--- src/procPkg.sv ---
// ======================================
// shared definitions for the 16-bit core
// opcodes, field widths and the payload
// structs passed between pipeline stages
// ======================================
`default_nettype none

package procPkg;

  localparam int wordWidth    = 16;  // operand and instruction width
  localparam int regAddrWidth = 3;
  localparam int regCount     = 1 << regAddrWidth;
  localparam int opWidth      = 4;
  localparam int imm6Width    = 6;
  localparam int imm9Width    = 9;

  // codes 11 to 15 are illegal
  typedef enum logic [opWidth-1:0] {
    ADD   = 4'd0,
    SUB   = 4'd1,   // rs minus rt
    AND   = 4'd2,
    XOR   = 4'd3,
    SLL   = 4'd4,   // shift amount from low four bits of rt
    SRL   = 4'd5,
    SLT   = 4'd6,   // signed, result 1 or 0
    ADDI  = 4'd7,   // rs + sext(imm6)
    ANDNI = 4'd8,   // rs & ~zext(imm6)
    LBI   = 4'd9,   // sext(imm9)
    NOP   = 4'd10
  } opcode_t;

  // instruction layout
  //   [15:12] opcode  [11:9] rd  [8:6] rs  [5:3] rt
  //   [5:0] imm6      [8:0] imm9

  // decode to execute
  typedef struct packed {
    opcode_t                 op;
    logic [regAddrWidth-1:0] rd;
    logic [regAddrWidth-1:0] rsNum;
    logic [regAddrWidth-1:0] rtNum;
    logic [wordWidth-1:0]    opA;
    logic [wordWidth-1:0]    opB;       // register value or extended immediate
    logic                    useImm;
    logic                    regWrite;
    logic                    illegal;
  } decoded_t;

  // execute to result stage
  typedef struct packed {
    logic [regAddrWidth-1:0] rd;
    logic [wordWidth-1:0]    value;
    logic                    regWrite;
    logic                    illegal;
  } result_t;

  // register-file write port, also seen by execute for forwarding
  typedef struct packed {
    logic                    en;
    logic [regAddrWidth-1:0] addr;
    logic [wordWidth-1:0]    data;
  } regWrite_t;

endpackage

`default_nettype wire
--- src/proc.sv ---
// ======================================
// top of the three-stage core: decode,
// execute and result stage with a latch
// between each; one instruction per cycle
// ======================================
`default_nettype none

module proc (
  input  logic                             clk,
  input  logic                             rstN,
  input  logic [procPkg::wordWidth-1:0]    instr,
  input  logic                             instrValid,
  output logic                             resultValid,
  output logic [procPkg::regAddrWidth-1:0] resultReg,
  output logic [procPkg::wordWidth-1:0]    resultData,
  output logic                             err
);

  import procPkg::*;

  logic [regAddrWidth-1:0] readAddrA;
  logic [regAddrWidth-1:0] readAddrB;
  logic [wordWidth-1:0]    readDataA;
  logic [wordWidth-1:0]    readDataB;

  decoded_t  idDecoded;   // decode output
  decoded_t  exDecoded;   // latched into execute
  logic      exValid;
  result_t   exResult;    // execute output
  result_t   wbResult;    // latched into result stage
  logic      wbValid;
  regWrite_t wbWrite;     // write port, also forwarded

  regFile registers (
    .clk(clk), .rstN(rstN),
    .readAddrA(readAddrA), .readAddrB(readAddrB),
    .readDataA(readDataA), .readDataB(readDataB),
    .write(wbWrite)
  );

  decodeInstruction instructionDecode (
    .instr(instr),
    .readAddrA(readAddrA), .readAddrB(readAddrB),
    .readDataA(readDataA), .readDataB(readDataB),
    .decoded(idDecoded)
  );

  pipeLatch #(.payload_t(decoded_t)) idExStage (
    .clk(clk), .rstN(rstN),
    .validIn(instrValid), .dataIn(idDecoded),
    .validOut(exValid), .dataOut(exDecoded)
  );

  executeInstruction instructionExecute (
    .decoded(exDecoded), .fwd(wbWrite), .result(exResult)
  );

  pipeLatch #(.payload_t(result_t)) exWbStage (
    .clk(clk), .rstN(rstN),
    .validIn(exValid), .dataIn(exResult),
    .validOut(wbValid), .dataOut(wbResult)
  );

  writebackResult instructionWriteback (
    .clk(clk), .rstN(rstN),
    .valid(wbValid), .result(wbResult), .write(wbWrite),
    .resultValid(resultValid), .resultReg(resultReg),
    .resultData(resultData), .err(err)
  );

endmodule

`default_nettype wire

--- src/writebackResult.sv ---
// ======================================
// result stage: drives the register-file
// write port, the result ports and the
// sticky error flag
// ======================================
`default_nettype none

module writebackResult (
  input  logic                             clk,
  input  logic                             rstN,
  input  logic                             valid,
  input  procPkg::result_t                 result,
  output procPkg::regWrite_t               write,
  output logic                             resultValid,
  output logic [procPkg::regAddrWidth-1:0] resultReg,
  output logic [procPkg::wordWidth-1:0]    resultData,
  output logic                             err
);

  logic errSeen;  // an illegal opcode has retired
  logic errNow;

  assign write.en   = valid && result.regWrite;
  assign write.addr = result.rd;
  assign write.data = result.value;

  // ports mirror the write port
  assign resultValid = write.en;
  assign resultReg   = write.addr;
  assign resultData  = write.data;

  assign errNow = valid && result.illegal;

  always_ff @(posedge clk) begin
    if (!rstN) begin
      errSeen <= 1'b0;
    end else if (errNow) begin
      errSeen <= 1'b1;
    end
  end

  assign err = errSeen || errNow;  // rises with the offending slot

endmodule

`default_nettype wire

--- src/executeInstruction.sv ---
// ======================================
// execute stage: forwards the result of
// the previous instruction into stale
// operands, then runs the ALU
// ======================================
`default_nettype none

module executeInstruction (
  input  procPkg::decoded_t  decoded,
  input  procPkg::regWrite_t fwd,
  output procPkg::result_t   result
);

  import procPkg::*;

  logic                 fwdA;
  logic                 fwdB;
  logic [wordWidth-1:0] a;
  logic [wordWidth-1:0] b;
  logic [3:0]           shamt;
  logic                 less;

  // operands were read a cycle ago, the instruction now in the
  // result stage may have overwritten them
  assign fwdA = fwd.en && (fwd.addr == decoded.rsNum);
  assign fwdB = fwd.en && !decoded.useImm && (fwd.addr == decoded.rtNum);

  assign a = fwdA ? fwd.data : decoded.opA;
  assign b = fwdB ? fwd.data : decoded.opB;

  assign shamt = b[3:0];
  assign less  = $signed(a) < $signed(b);

  always_comb begin
    result.rd       = decoded.rd;
    result.regWrite = decoded.regWrite;
    result.illegal  = decoded.illegal;
    case (decoded.op)
      ADD:     result.value = a + b;
      SUB:     result.value = a - b;
      AND:     result.value = a & b;
      XOR:     result.value = a ^ b;
      SLL:     result.value = a << shamt;
      SRL:     result.value = a >> shamt;  // logical
      SLT:     result.value = {{(wordWidth - 1){1'b0}}, less};
      ADDI:    result.value = a + b;
      ANDNI:   result.value = a & ~b;
      LBI:     result.value = b;           // immediate only
      default: result.value = '0;          // NOP and illegal codes
    endcase
  end

endmodule

`default_nettype wire

--- src/decodeInstruction.sv ---
// ======================================
// decode stage: splits the instruction,
// extends immediates, reads operands and
// flags illegal opcodes; combinational
// ======================================
`default_nettype none

module decodeInstruction (
  input  logic [procPkg::wordWidth-1:0]    instr,
  output logic [procPkg::regAddrWidth-1:0] readAddrA,
  output logic [procPkg::regAddrWidth-1:0] readAddrB,
  input  logic [procPkg::wordWidth-1:0]    readDataA,
  input  logic [procPkg::wordWidth-1:0]    readDataB,
  output procPkg::decoded_t                decoded
);

  import procPkg::*;

  opcode_t                 op;
  logic [regAddrWidth-1:0] rd;
  logic [imm6Width-1:0]    imm6;
  logic [imm9Width-1:0]    imm9;
  logic [wordWidth-1:0]    immExt;
  logic                    useImm;
  logic                    regWrite;
  logic                    illegal;

  // field split
  assign op        = opcode_t'(instr[15:12]);
  assign rd        = instr[11:9];
  assign readAddrA = instr[8:6];   // rs
  assign readAddrB = instr[5:3];   // rt
  assign imm6      = instr[imm6Width-1:0];
  assign imm9      = instr[imm9Width-1:0];

  // control and immediate selection per opcode
  always_comb begin
    immExt   = '0;
    useImm   = 1'b0;
    regWrite = 1'b1;
    illegal  = 1'b0;
    case (op)
      ADD, SUB, AND, XOR, SLL, SRL, SLT: begin
        useImm = 1'b0;  // both operands from registers
      end
      ADDI: begin
        useImm = 1'b1;
        immExt = {{(wordWidth - imm6Width){imm6[imm6Width-1]}}, imm6};
      end
      ANDNI: begin
        useImm = 1'b1;
        immExt = {{(wordWidth - imm6Width){1'b0}}, imm6};  // inverted in the ALU
      end
      LBI: begin
        useImm = 1'b1;
        immExt = {{(wordWidth - imm9Width){imm9[imm9Width-1]}}, imm9};
      end
      NOP: begin
        regWrite = 1'b0;
      end
      default: begin
        // unused code, never writes
        regWrite = 1'b0;
        illegal  = 1'b1;
      end
    endcase
  end

  always_comb begin
    decoded.op       = op;
    decoded.rd       = rd;
    decoded.rsNum    = readAddrA;
    decoded.rtNum    = readAddrB;
    decoded.opA      = readDataA;
    decoded.opB      = useImm ? immExt : readDataB;
    decoded.useImm   = useImm;
    decoded.regWrite = regWrite;
    decoded.illegal  = illegal;
  end

endmodule

`default_nettype wire

--- src/pipeLatch.sv ---
// ======================================
// stage register for any payload type
// payload loads every cycle, valid bit
// is the only state cleared by reset
// ======================================
`default_nettype none

module pipeLatch #(
  parameter type payload_t = logic
) (
  input  logic     clk,
  input  logic     rstN,
  input  logic     validIn,
  input  payload_t dataIn,
  output logic     validOut,
  output payload_t dataOut
);

  // valid marks a real instruction, low is a bubble
  always_ff @(posedge clk) begin
    if (!rstN) begin
      validOut <= 1'b0;
    end else begin
      validOut <= validIn;
    end
  end

  always_ff @(posedge clk) begin
    dataOut <= dataIn;  // no stall, so no enable
  end

endmodule

`default_nettype wire

--- src/regFile.sv ---
// ======================================
// eight 16-bit registers, two read ports
// and one write port; a read of the
// register being written sees new data
// ======================================
`default_nettype none

module regFile (
  input  logic                             clk,
  input  logic                             rstN,
  input  logic [procPkg::regAddrWidth-1:0] readAddrA,
  input  logic [procPkg::regAddrWidth-1:0] readAddrB,
  output logic [procPkg::wordWidth-1:0]    readDataA,
  output logic [procPkg::wordWidth-1:0]    readDataB,
  input  procPkg::regWrite_t               write
);

  import procPkg::*;

  logic [wordWidth-1:0] regs [regCount];
  logic                 hitA;
  logic                 hitB;

  always_ff @(posedge clk) begin
    if (!rstN) begin
      for (int i = 0; i < regCount; i++) begin
        regs[i] <= '0;
      end
    end else if (write.en) begin
      regs[write.addr] <= write.data;
    end
  end

  // write-to-read bypass, covers a dependency at distance two
  assign hitA = write.en && (write.addr == readAddrA);
  assign hitB = write.en && (write.addr == readAddrB);

  assign readDataA = hitA ? write.data : regs[readAddrA];
  assign readDataB = hitB ? write.data : regs[readAddrB];

endmodule

`default_nettype wire

--- config.mk ---
export PLATFORM = sky130hd
export DESIGN_NAME = proc
export DESIGN_NICKNAME = d
export VERILOG_FILES = /design/src/procPkg.sv /design/src/proc.sv /design/src/writebackResult.sv /design/src/executeInstruction.sv /design/src/decodeInstruction.sv /design/src/pipeLatch.sv /design/src/regFile.sv
export SDC_FILE = /design/constraint.sdc
export NUM_CORES = 1
export LEC_CHECK = 0
export BUFFER_PORTS_ARGS = -buffer_cell sky130_fd_sc_hd__buf_2
export CORE_MARGIN = 5
export CORE_UTILIZATION = 31
export CTS_CLUSTER_SIZE = 30
export DETAILED_ROUTE_END_ITERATION = 10
export HOLD_SLACK_MARGIN = 0.06
export PLACE_DENSITY = 0.51
export SETUP_SLACK_MARGIN = 0.2
export SKIP_CTS_REPAIR_TIMING = 1
export SLEW_MARGIN = 5
export SYNTH_ARGS = -nofsm -noshare
export SYNTH_HDL_FRONTEND = slang
export SYNTH_SLANG_ARGS = --single-unit
--- constraint.sdc ---
create_clock -name clk -period 7.2 [get_ports clk]
set_input_delay 0.36 -clock clk [delete_from_list [all_inputs] [get_ports clk]]
set_output_delay 0.36 -clock clk [all_outputs]
set_load 0.1 [all_outputs]
==> results of run 1 <==
-- power breakdown --
group          internal, mW  switching (mW)  leakage, nW  total, mW
clock                 0.485           0.527        0.303       1.01
combinational         0.298           0.660         3.08      0.957
sequential             1.30           0.148         1.93       1.44
total                  2.08            1.33         5.31       3.41
-- metal layers --
layer  vias to the layer above  GRT usage, %  share of wire (%)
met3                        58         2.202                5.3
met1                      4868         23.40                 44
li1                       4530             -                  -
met5                         -             0                  0
met2                       357         28.69                 48
met4                         0         5.669                2.8
-- registers in the layout (all words and copies together), names as in the netlist --
signal                        flops
idExStage.dataOut                48
exWbStage.validOut                1
exWbStage.dataOut                21
instructionWriteback.errSeen      1
idExStage.validOut                1
registers.regs                  128
-- path summary, 6_finish.rpt --
check | start | end | slack, ns | cells past startpoint
worst max-delay path | exWbStage.dataOut[20] | exWbStage.dataOut[17] | 2.46 | 13
worst min register to register | idExStage.dataOut[0] | exWbStage.dataOut[0] | 0.33 | 0
worst min-delay path | instr[12] | idExStage.dataOut[44] | 0.11 | 1
worst max register to register | exWbStage.dataOut[20] | exWbStage.dataOut[17] | 2.46 | 13
-- cell families after synthesis --
family	Yosys count
AND/OR/NAND/NOR	427
AO/OA/AOI/OAI	262
flip-flops	200
multiplexers	156
buffers and inverters	149
adder cells (fa/ha/maj)	34
XOR/XNOR	15
-- placed cells by master, fill, tap and decap left out, drive strengths merged, types with 4 or more instances in the layout --
cell / instances
o221ai: 7
o31ai: 8
and2: 136
nand4: 5
or3: 4
o21bai: 7
dfxtp: 72
and3: 4
nand3: 16
edfxtp: 128
nand2b: 15
clkinv: 5
o21ai: 83
mux2i: 62
nand2: 95
nor2b: 4
a31oi: 7
mux2: 11
nand3b: 4
a21oi: 61
xnor2: 4
o22ai: 19
xor2: 11
nor4: 7
nor2: 99
a221oi: 9
a211oi: 16
inv: 43
o21a: 4
clkbuf: 17
buf: 63
a22oi: 5
ha: 32
mux4: 83
nor3: 26
a21o: 4
-- synthesized netlist by cell type (5+ instances only) --
cell type  number  area, um2
nor4_1          6      37.54
nand3_1        16      80.08
nor3_1         26      130.1
a221oi_1        9      78.83
ha_1           32      400.4
a22oi_1         5      37.54
o21ai_0        83      415.4
a31oi_1         7      43.79
nand2b_1       15      93.84
edfxtp_1      128       3844
nand2_1        95      356.6
o221ai_1        7      61.31
xor2_1         11      96.34
o22ai_1        19      118.9
a211oi_1       16      120.1
dfxtp_1        72       1441
o31ai_1         8      60.06
mux2i_1        62      620.6
mux4_2         83       1869
buf_2           7      35.03
inv_1          31      116.4
buf_4          20      150.1
clkbuf_1       72      270.3
and2_1        135      844.6
buf_1          15      56.30
o21bai_1        7      52.55
nor2_1         99      371.6
mux2_2         10      112.6
nand4_1         5      31.28
a21oi_1        61      305.3
-- final cells by class --
class	count	area [um2]
fillers	4153	26970
multi-input cells	894	7034
flip-flops and latches	200	5285
well taps	532	665.6
clock buffers	17	425.4
repair buffers	66	405.4
clock inverters	15	197.7
inverters	33	123.9
-- per-stage QoR --
stage / setup slack [ns] / util (%) / cells
after floorplan: 2.425 / - / 1243
after global placement: 2.687 / 32.80 / 1722
after detailed placement: 2.549 / 32.80 / 1722
after CTS: 2.525 / 34.32 / 1754
after global routing: 2.045 / 34.39 / 1757
final: 2.460 / 34.39 / 1757
-- worst register-to-register path, delay by kind of cell (launching register included) --
family                   cells  cell delay, ns
AO/OA/AOI/OAI                5            1.61
buffers and inverters        2            0.77
AND/OR/NAND/NOR              3            0.71
flip-flops                   1            0.57
multiplexers                 1            0.51
adder cells (fa/ha/maj)      1            0.37
XOR/XNOR                     1            0.17
==> flow_metrics.env, run 1 <==
export IMPL_synth_edf_count=128
export IMPL_hold_ws_ns=0.1061
export IMPL_syn_area_per_cell_um2=10.42
export IMPL_syn_inst=1243
export IMPL_cts_max_level=4
export IMPL_vias_per_cell=5.585
export IMPL_initial_core_util_pct=31.51
export IMPL_drt_iter0_drc=1011
export IMPL_io_pins=40
export IMPL_crit_path_end_kind="flop"
export IMPL_startpoint_type="flop"
export IMPL_ys_flop_type="edfxtp_1"
export IMPL_place_hpwl_mm=27.86
export IMPL_crit_fanout=23
export IMPL_overflow=0
export IMPL_cpPeakStageDelay_ns=0.57
export IMPL_grt_pass1_vias=9620
export IMPL_synth_cell_type_count=70
export IMPL_yosysSeqAreaShare_pct=40.80
export IMPL_num_rows=74
export IMPL_tightest_slew_ns=1.148
export IMPL_drc_errors=0
export IMPL_critical_path_required_ns=7.57
export IMPL_ir_worst_vdd_uv=159.7
export IMPL_grt_max_degree=40
export IMPL_synth_top_family_by_area="multiplexers"
export IMPL_setup_tns_final_ns=0
export IMPL_power_mw=3.414
export IMPL_numCtsBuffers=17
export IMPL_synth_area_um2=12950
export IMPL_ctsLongestPathBuffers=2
export IMPL_via_count=9813
export IMPL_synthAdderAreaFrac_pct=3.400
export IMPL_fp_dieW_um=214.4
export IMPL_critPathBufInv=2
export IMPL_leakagePower_nw=5.311
export IMPL_cts_tree="built"
export IMPL_dieArea_um2=45980
export IMPL_worstSetupPathType="flop to flop"
export IMPL_drv_cap=0
export IMPL_slew_headroom_pct=22.66
export IMPL_synth_compound_area_share_pct=12.73
export IMPL_core_area_um2=41110
export IMPL_synthXorXnorAreaFrac_pct=1.014
export IMPL_track_usage_pct=17.23
export IMPL_design_area_um2=14140
export IMPL_yosys_warnings=0
export IMPL_hold_viol_final=0
export IMPL_cts_root_buf="clkbuf_16"
export IMPL_firstDrtPassIters=6
export IMPL_cp_slowest_cell="dfxtp_1"
export IMPL_io_buffers=39
export IMPL_wl_mm=40.51
export IMPL_worstHoldPathType="input pin to flop"
export IMPL_syn_num_nets=1296
export IMPL_crit_chain="xor2_1 -> nor4_4 -> buf_4 -> mux2_2 -> inv_1 -> ha_1 -> o311ai_0 -> a311oi_1 -> o21a_1 -> a221oi_1 -> o21ai_0 -> or3_1 -> nand4_1"
export IMPL_fmax_mhz=211.0
export IMPL_place_area_um2=13480
export IMPL_die_h_um=214.4
export IMPL_clk_latency_ns=0.44
export IMPL_wl_per_cell_um=23.06
export IMPL_yosys_area_share_simple_pct=16.78
export IMPL_slew_viol_final=0
export IMPL_antenna_found_initial=0
export IMPL_skew_ns=0.02796
export IMPL_syn_to_final_growth_pct=9.127
export IMPL_cts_sinks=200
export IMPL_drive_above_1_share_pct=16.65
export IMPL_cts_clk_slew_worst_paths_ns=0.09
export IMPL_outcome="completed"
export IMPL_fin_nets=1265
export IMPL_rsz0062_at_grt="no"
export IMPL_setup_viol_count_final=0
export IMPL_fin_crit_sh_pct=65.84
export IMPL_synthMuxAreaShare_pct=20.20
export IMPL_min_period_ns=4.740
export IMPL_gp_congestion=0.9392
export IMPL_grt_first_pass_wirelength_mm=61.64
export IMPL_insertedDiodeCount=0
export IMPL_async_flop_share_pct=0
export IMPL_ant_nets=0
export IMPL_arrival_ns=5.11
export IMPL_power_density_nw_per_um2=241.5
export IMPL_critical_path_top_delay_family="compound AO/OA/AOI/OAI gates"
export IMPL_synth_seq_cells=200
Power figures use the tool's default switching activity.
==> inputs of run 2 (changes only) <==
Clock period 7.2 ns to 4.95 ns, I/O delays scaled along.
==> run 2 against run 1 <==
  * Utilization rose by 0.33 points
  * Wire length rose by 0.21%
  * Design area rose by 0.96%
  * Final cell count rose by 0.97%
  * Via count barely moved
  * Flip-flop and latch count did not move
  * Combinational power rose by 45%
  * First-iteration DRC count fell by 24%
  * Fmax rose by 8.2%
  * Critical path type unchanged
  * Critical endpoint is now exWbStage.dataOut[8]
  * Largest power group unchanged
  * Highest routed layer unchanged
==> flow_metrics.env, run 2 (synthesis gave the netlist of run 1 again) <==
export IMPL_crit_path_end="exWbStage.dataOut[8]"
export IMPL_grtUsageMet1_pct=23.09
export IMPL_insertedDiodeCount=0
export IMPL_grt_first_pass_wirelength_mm=61.93
export IMPL_n_fill_cell=4198
export IMPL_fmax_mhz=228.2
export IMPL_firstDrtPassIters=6
export IMPL_dieArea_um2=45980
export IMPL_fin_crit_sh_pct=88.54
export IMPL_ctsLongestPathBuffers=2
export IMPL_grt_max_degree=36
export IMPL_cts_sinks=200
export IMPL_top_usage_layer="met2"
export IMPL_setup_tns_final_ns=0
export IMPL_place_inst=1733
export IMPL_tightest_slew_ns=1.039
export IMPL_io_buffers=39
export IMPL_critical_path_required_ns=5.23
export IMPL_worstHoldPathType="input pin to flop"
export IMPL_r2r_end="exWbStage.dataOut[8]"
export IMPL_worstSetupPathType="flop to flop"
export IMPL_arrival_ns=4.67
export IMPL_startpoint="exWbStage.dataOut[20]"
export IMPL_drive_above_1_share_pct=17.07
export IMPL_place_hpwl_mm=28.44
export IMPL_overflow=0
export IMPL_slew_viol_final=0
export IMPL_vias_per_cell=5.534
export IMPL_skew_ns=0.01542
export IMPL_final_cell_count_no_fill=1774
export IMPL_layout_common_cells="and2_1, edfxtp_1, nor2_1, nand2_1, mux4_2"
export IMPL_wl_mm=40.60
export IMPL_layout_commonest_cell="and2_1"
export IMPL_drc_errors=0
export IMPL_min_period_ns=4.383
export IMPL_rrSetupSlack_ns=0.57
export IMPL_ant_nets=0
export IMPL_fp_dieW_um=214.4
export IMPL_rsz0062_at_grt="no"
export IMPL_leakagePower_nw=5.383
export IMPL_grt_use_met2_pct=29.78
export IMPL_cts_clk_slew_worst_paths_ns=0.08
export IMPL_power_mw=4.984
export IMPL_outcome="completed"
export IMPL_core_area_um2=41110
export IMPL_cts_root_buf="clkbuf_16"
export IMPL_power_density_nw_per_um2=349.2
export IMPL_drv_cap=0
export IMPL_slew_headroom_pct=30.74
export IMPL_track_usage_pct=17.43
export IMPL_hold_viol_final=0
export IMPL_io_pins=40
export IMPL_clk_latency_ns=0.45
export IMPL_crit_path_end_kind="flop"
export IMPL_antenna_found_initial=0
export IMPL_numCtsBuffers=17
export IMPL_largest_reg_flops=128
export IMPL_setup_viol_count_final=0
export IMPL_syn_to_final_growth_pct=10.18
export IMPL_drt_iter0_drc=773
export IMPL_gp_congestion=0.9567
export IMPL_ir_worst_vdd_uv=269.7
export IMPL_fin_nets=1282
export IMPL_cts_tree="built"
export IMPL_die_h_um=214.4
export IMPL_reg_top3="registers.regs x128, idExStage.dataOut x48, exWbStage.dataOut x21"
export IMPL_initial_core_util_pct=31.51
export IMPL_post_route_util_pct=34.72
export IMPL_grt_pass1_vias=9588
export IMPL_hold_ws_ns=0.1230
export IMPL_crit_fanout=18
export IMPL_regMostFlops="registers.regs"
export IMPL_cts_max_level=4
export IMPL_r2r_start="exWbStage.dataOut[20]"
export IMPL_num_rows=74
export IMPL_startpoint_type="flop"
export IMPL_via_count=9817
export IMPL_wl_per_cell_um=22.89
export IMPL_grt_use_met3_pct=2.344
export IMPL_ff2ff_path_depth=13
-- run 2: report_power, final --
part | total (mW) | leakage, nW | switching, mW | internal, mW
clock network | 1.48 | 0.305 | 0.669 | 0.808
logic | 1.39 | 3.15 | 0.948 | 0.444
registers | 2.11 | 1.93 | 0.229 | 1.89
-- run 2: how the worst min path moves through the flow --
stage / startpoint / end / slack, ns / depth (start not counted)
global route: instr[2] / idExStage.dataOut[5] / 0.11 / 3
detailed placement: idExStage.dataOut[41] / exWbStage.dataOut[18] / 0.32 / 0
CTS: instr[11] / idExStage.dataOut[43] / -0.12 / 1
floorplan: instr[3] / idExStage.dataOut[35] / 0.28 / 0
finish: instr[2] / idExStage.dataOut[5] / 0.12 / 3
global placement: idExStage.dataOut[1] / exWbStage.dataOut[1] / 0.31 / 0
-- run 2: through the flow --
step,area (um2),worst slack (ns)
finish,14270,0.5671
global route,14270,0.2626
CTS,14180,0.6011
detailed placement,13570,0.6174
global placement,13570,0.5928
floorplan,12960,0.4093
-- run 2: worst max-delay path, stage by stage (launching register included) --
cell	delay [ns]
dfxtp_1	0.57
xor2_1	0.17
nor4_4	0.27
buf_4	0.36
mux2_4	0.36
ha_1	0.25
fa_1	0.48
a21oi_1	0.17
o21bai_1	0.13
a21o_1	0.21
a21oi_1	0.25
o22ai_1	0.13
a2111oi_0	0.68
o211ai_1	0.19
-- run 2: area by class of cell --
| class | count | area [um2] | area share [%] |
|---|---|---|---|
| tap | 532 | 665.6 | 4.663 |
| clock buffer | 22 | 518.0 | 3.629 |
| timing repair buffer | 83 | 548.0 | 3.839 |
| sequential | 200 | 5285 | 37.03 |
| multi-input combinational | 894 | 7029 | 49.25 |
| inverter | 33 | 127.6 | 0.8941 |
| clock inverter | 10 | 100.1 | 0.7013 |
-- run 2: metal layers --
layer / vias to the layer above / wire, um
li1: 4557 / -
met1: 4889 / 17950
met2: 302 / 19790
met3: 69 / 1547
met4: 0 / 1311
met5: - / 0
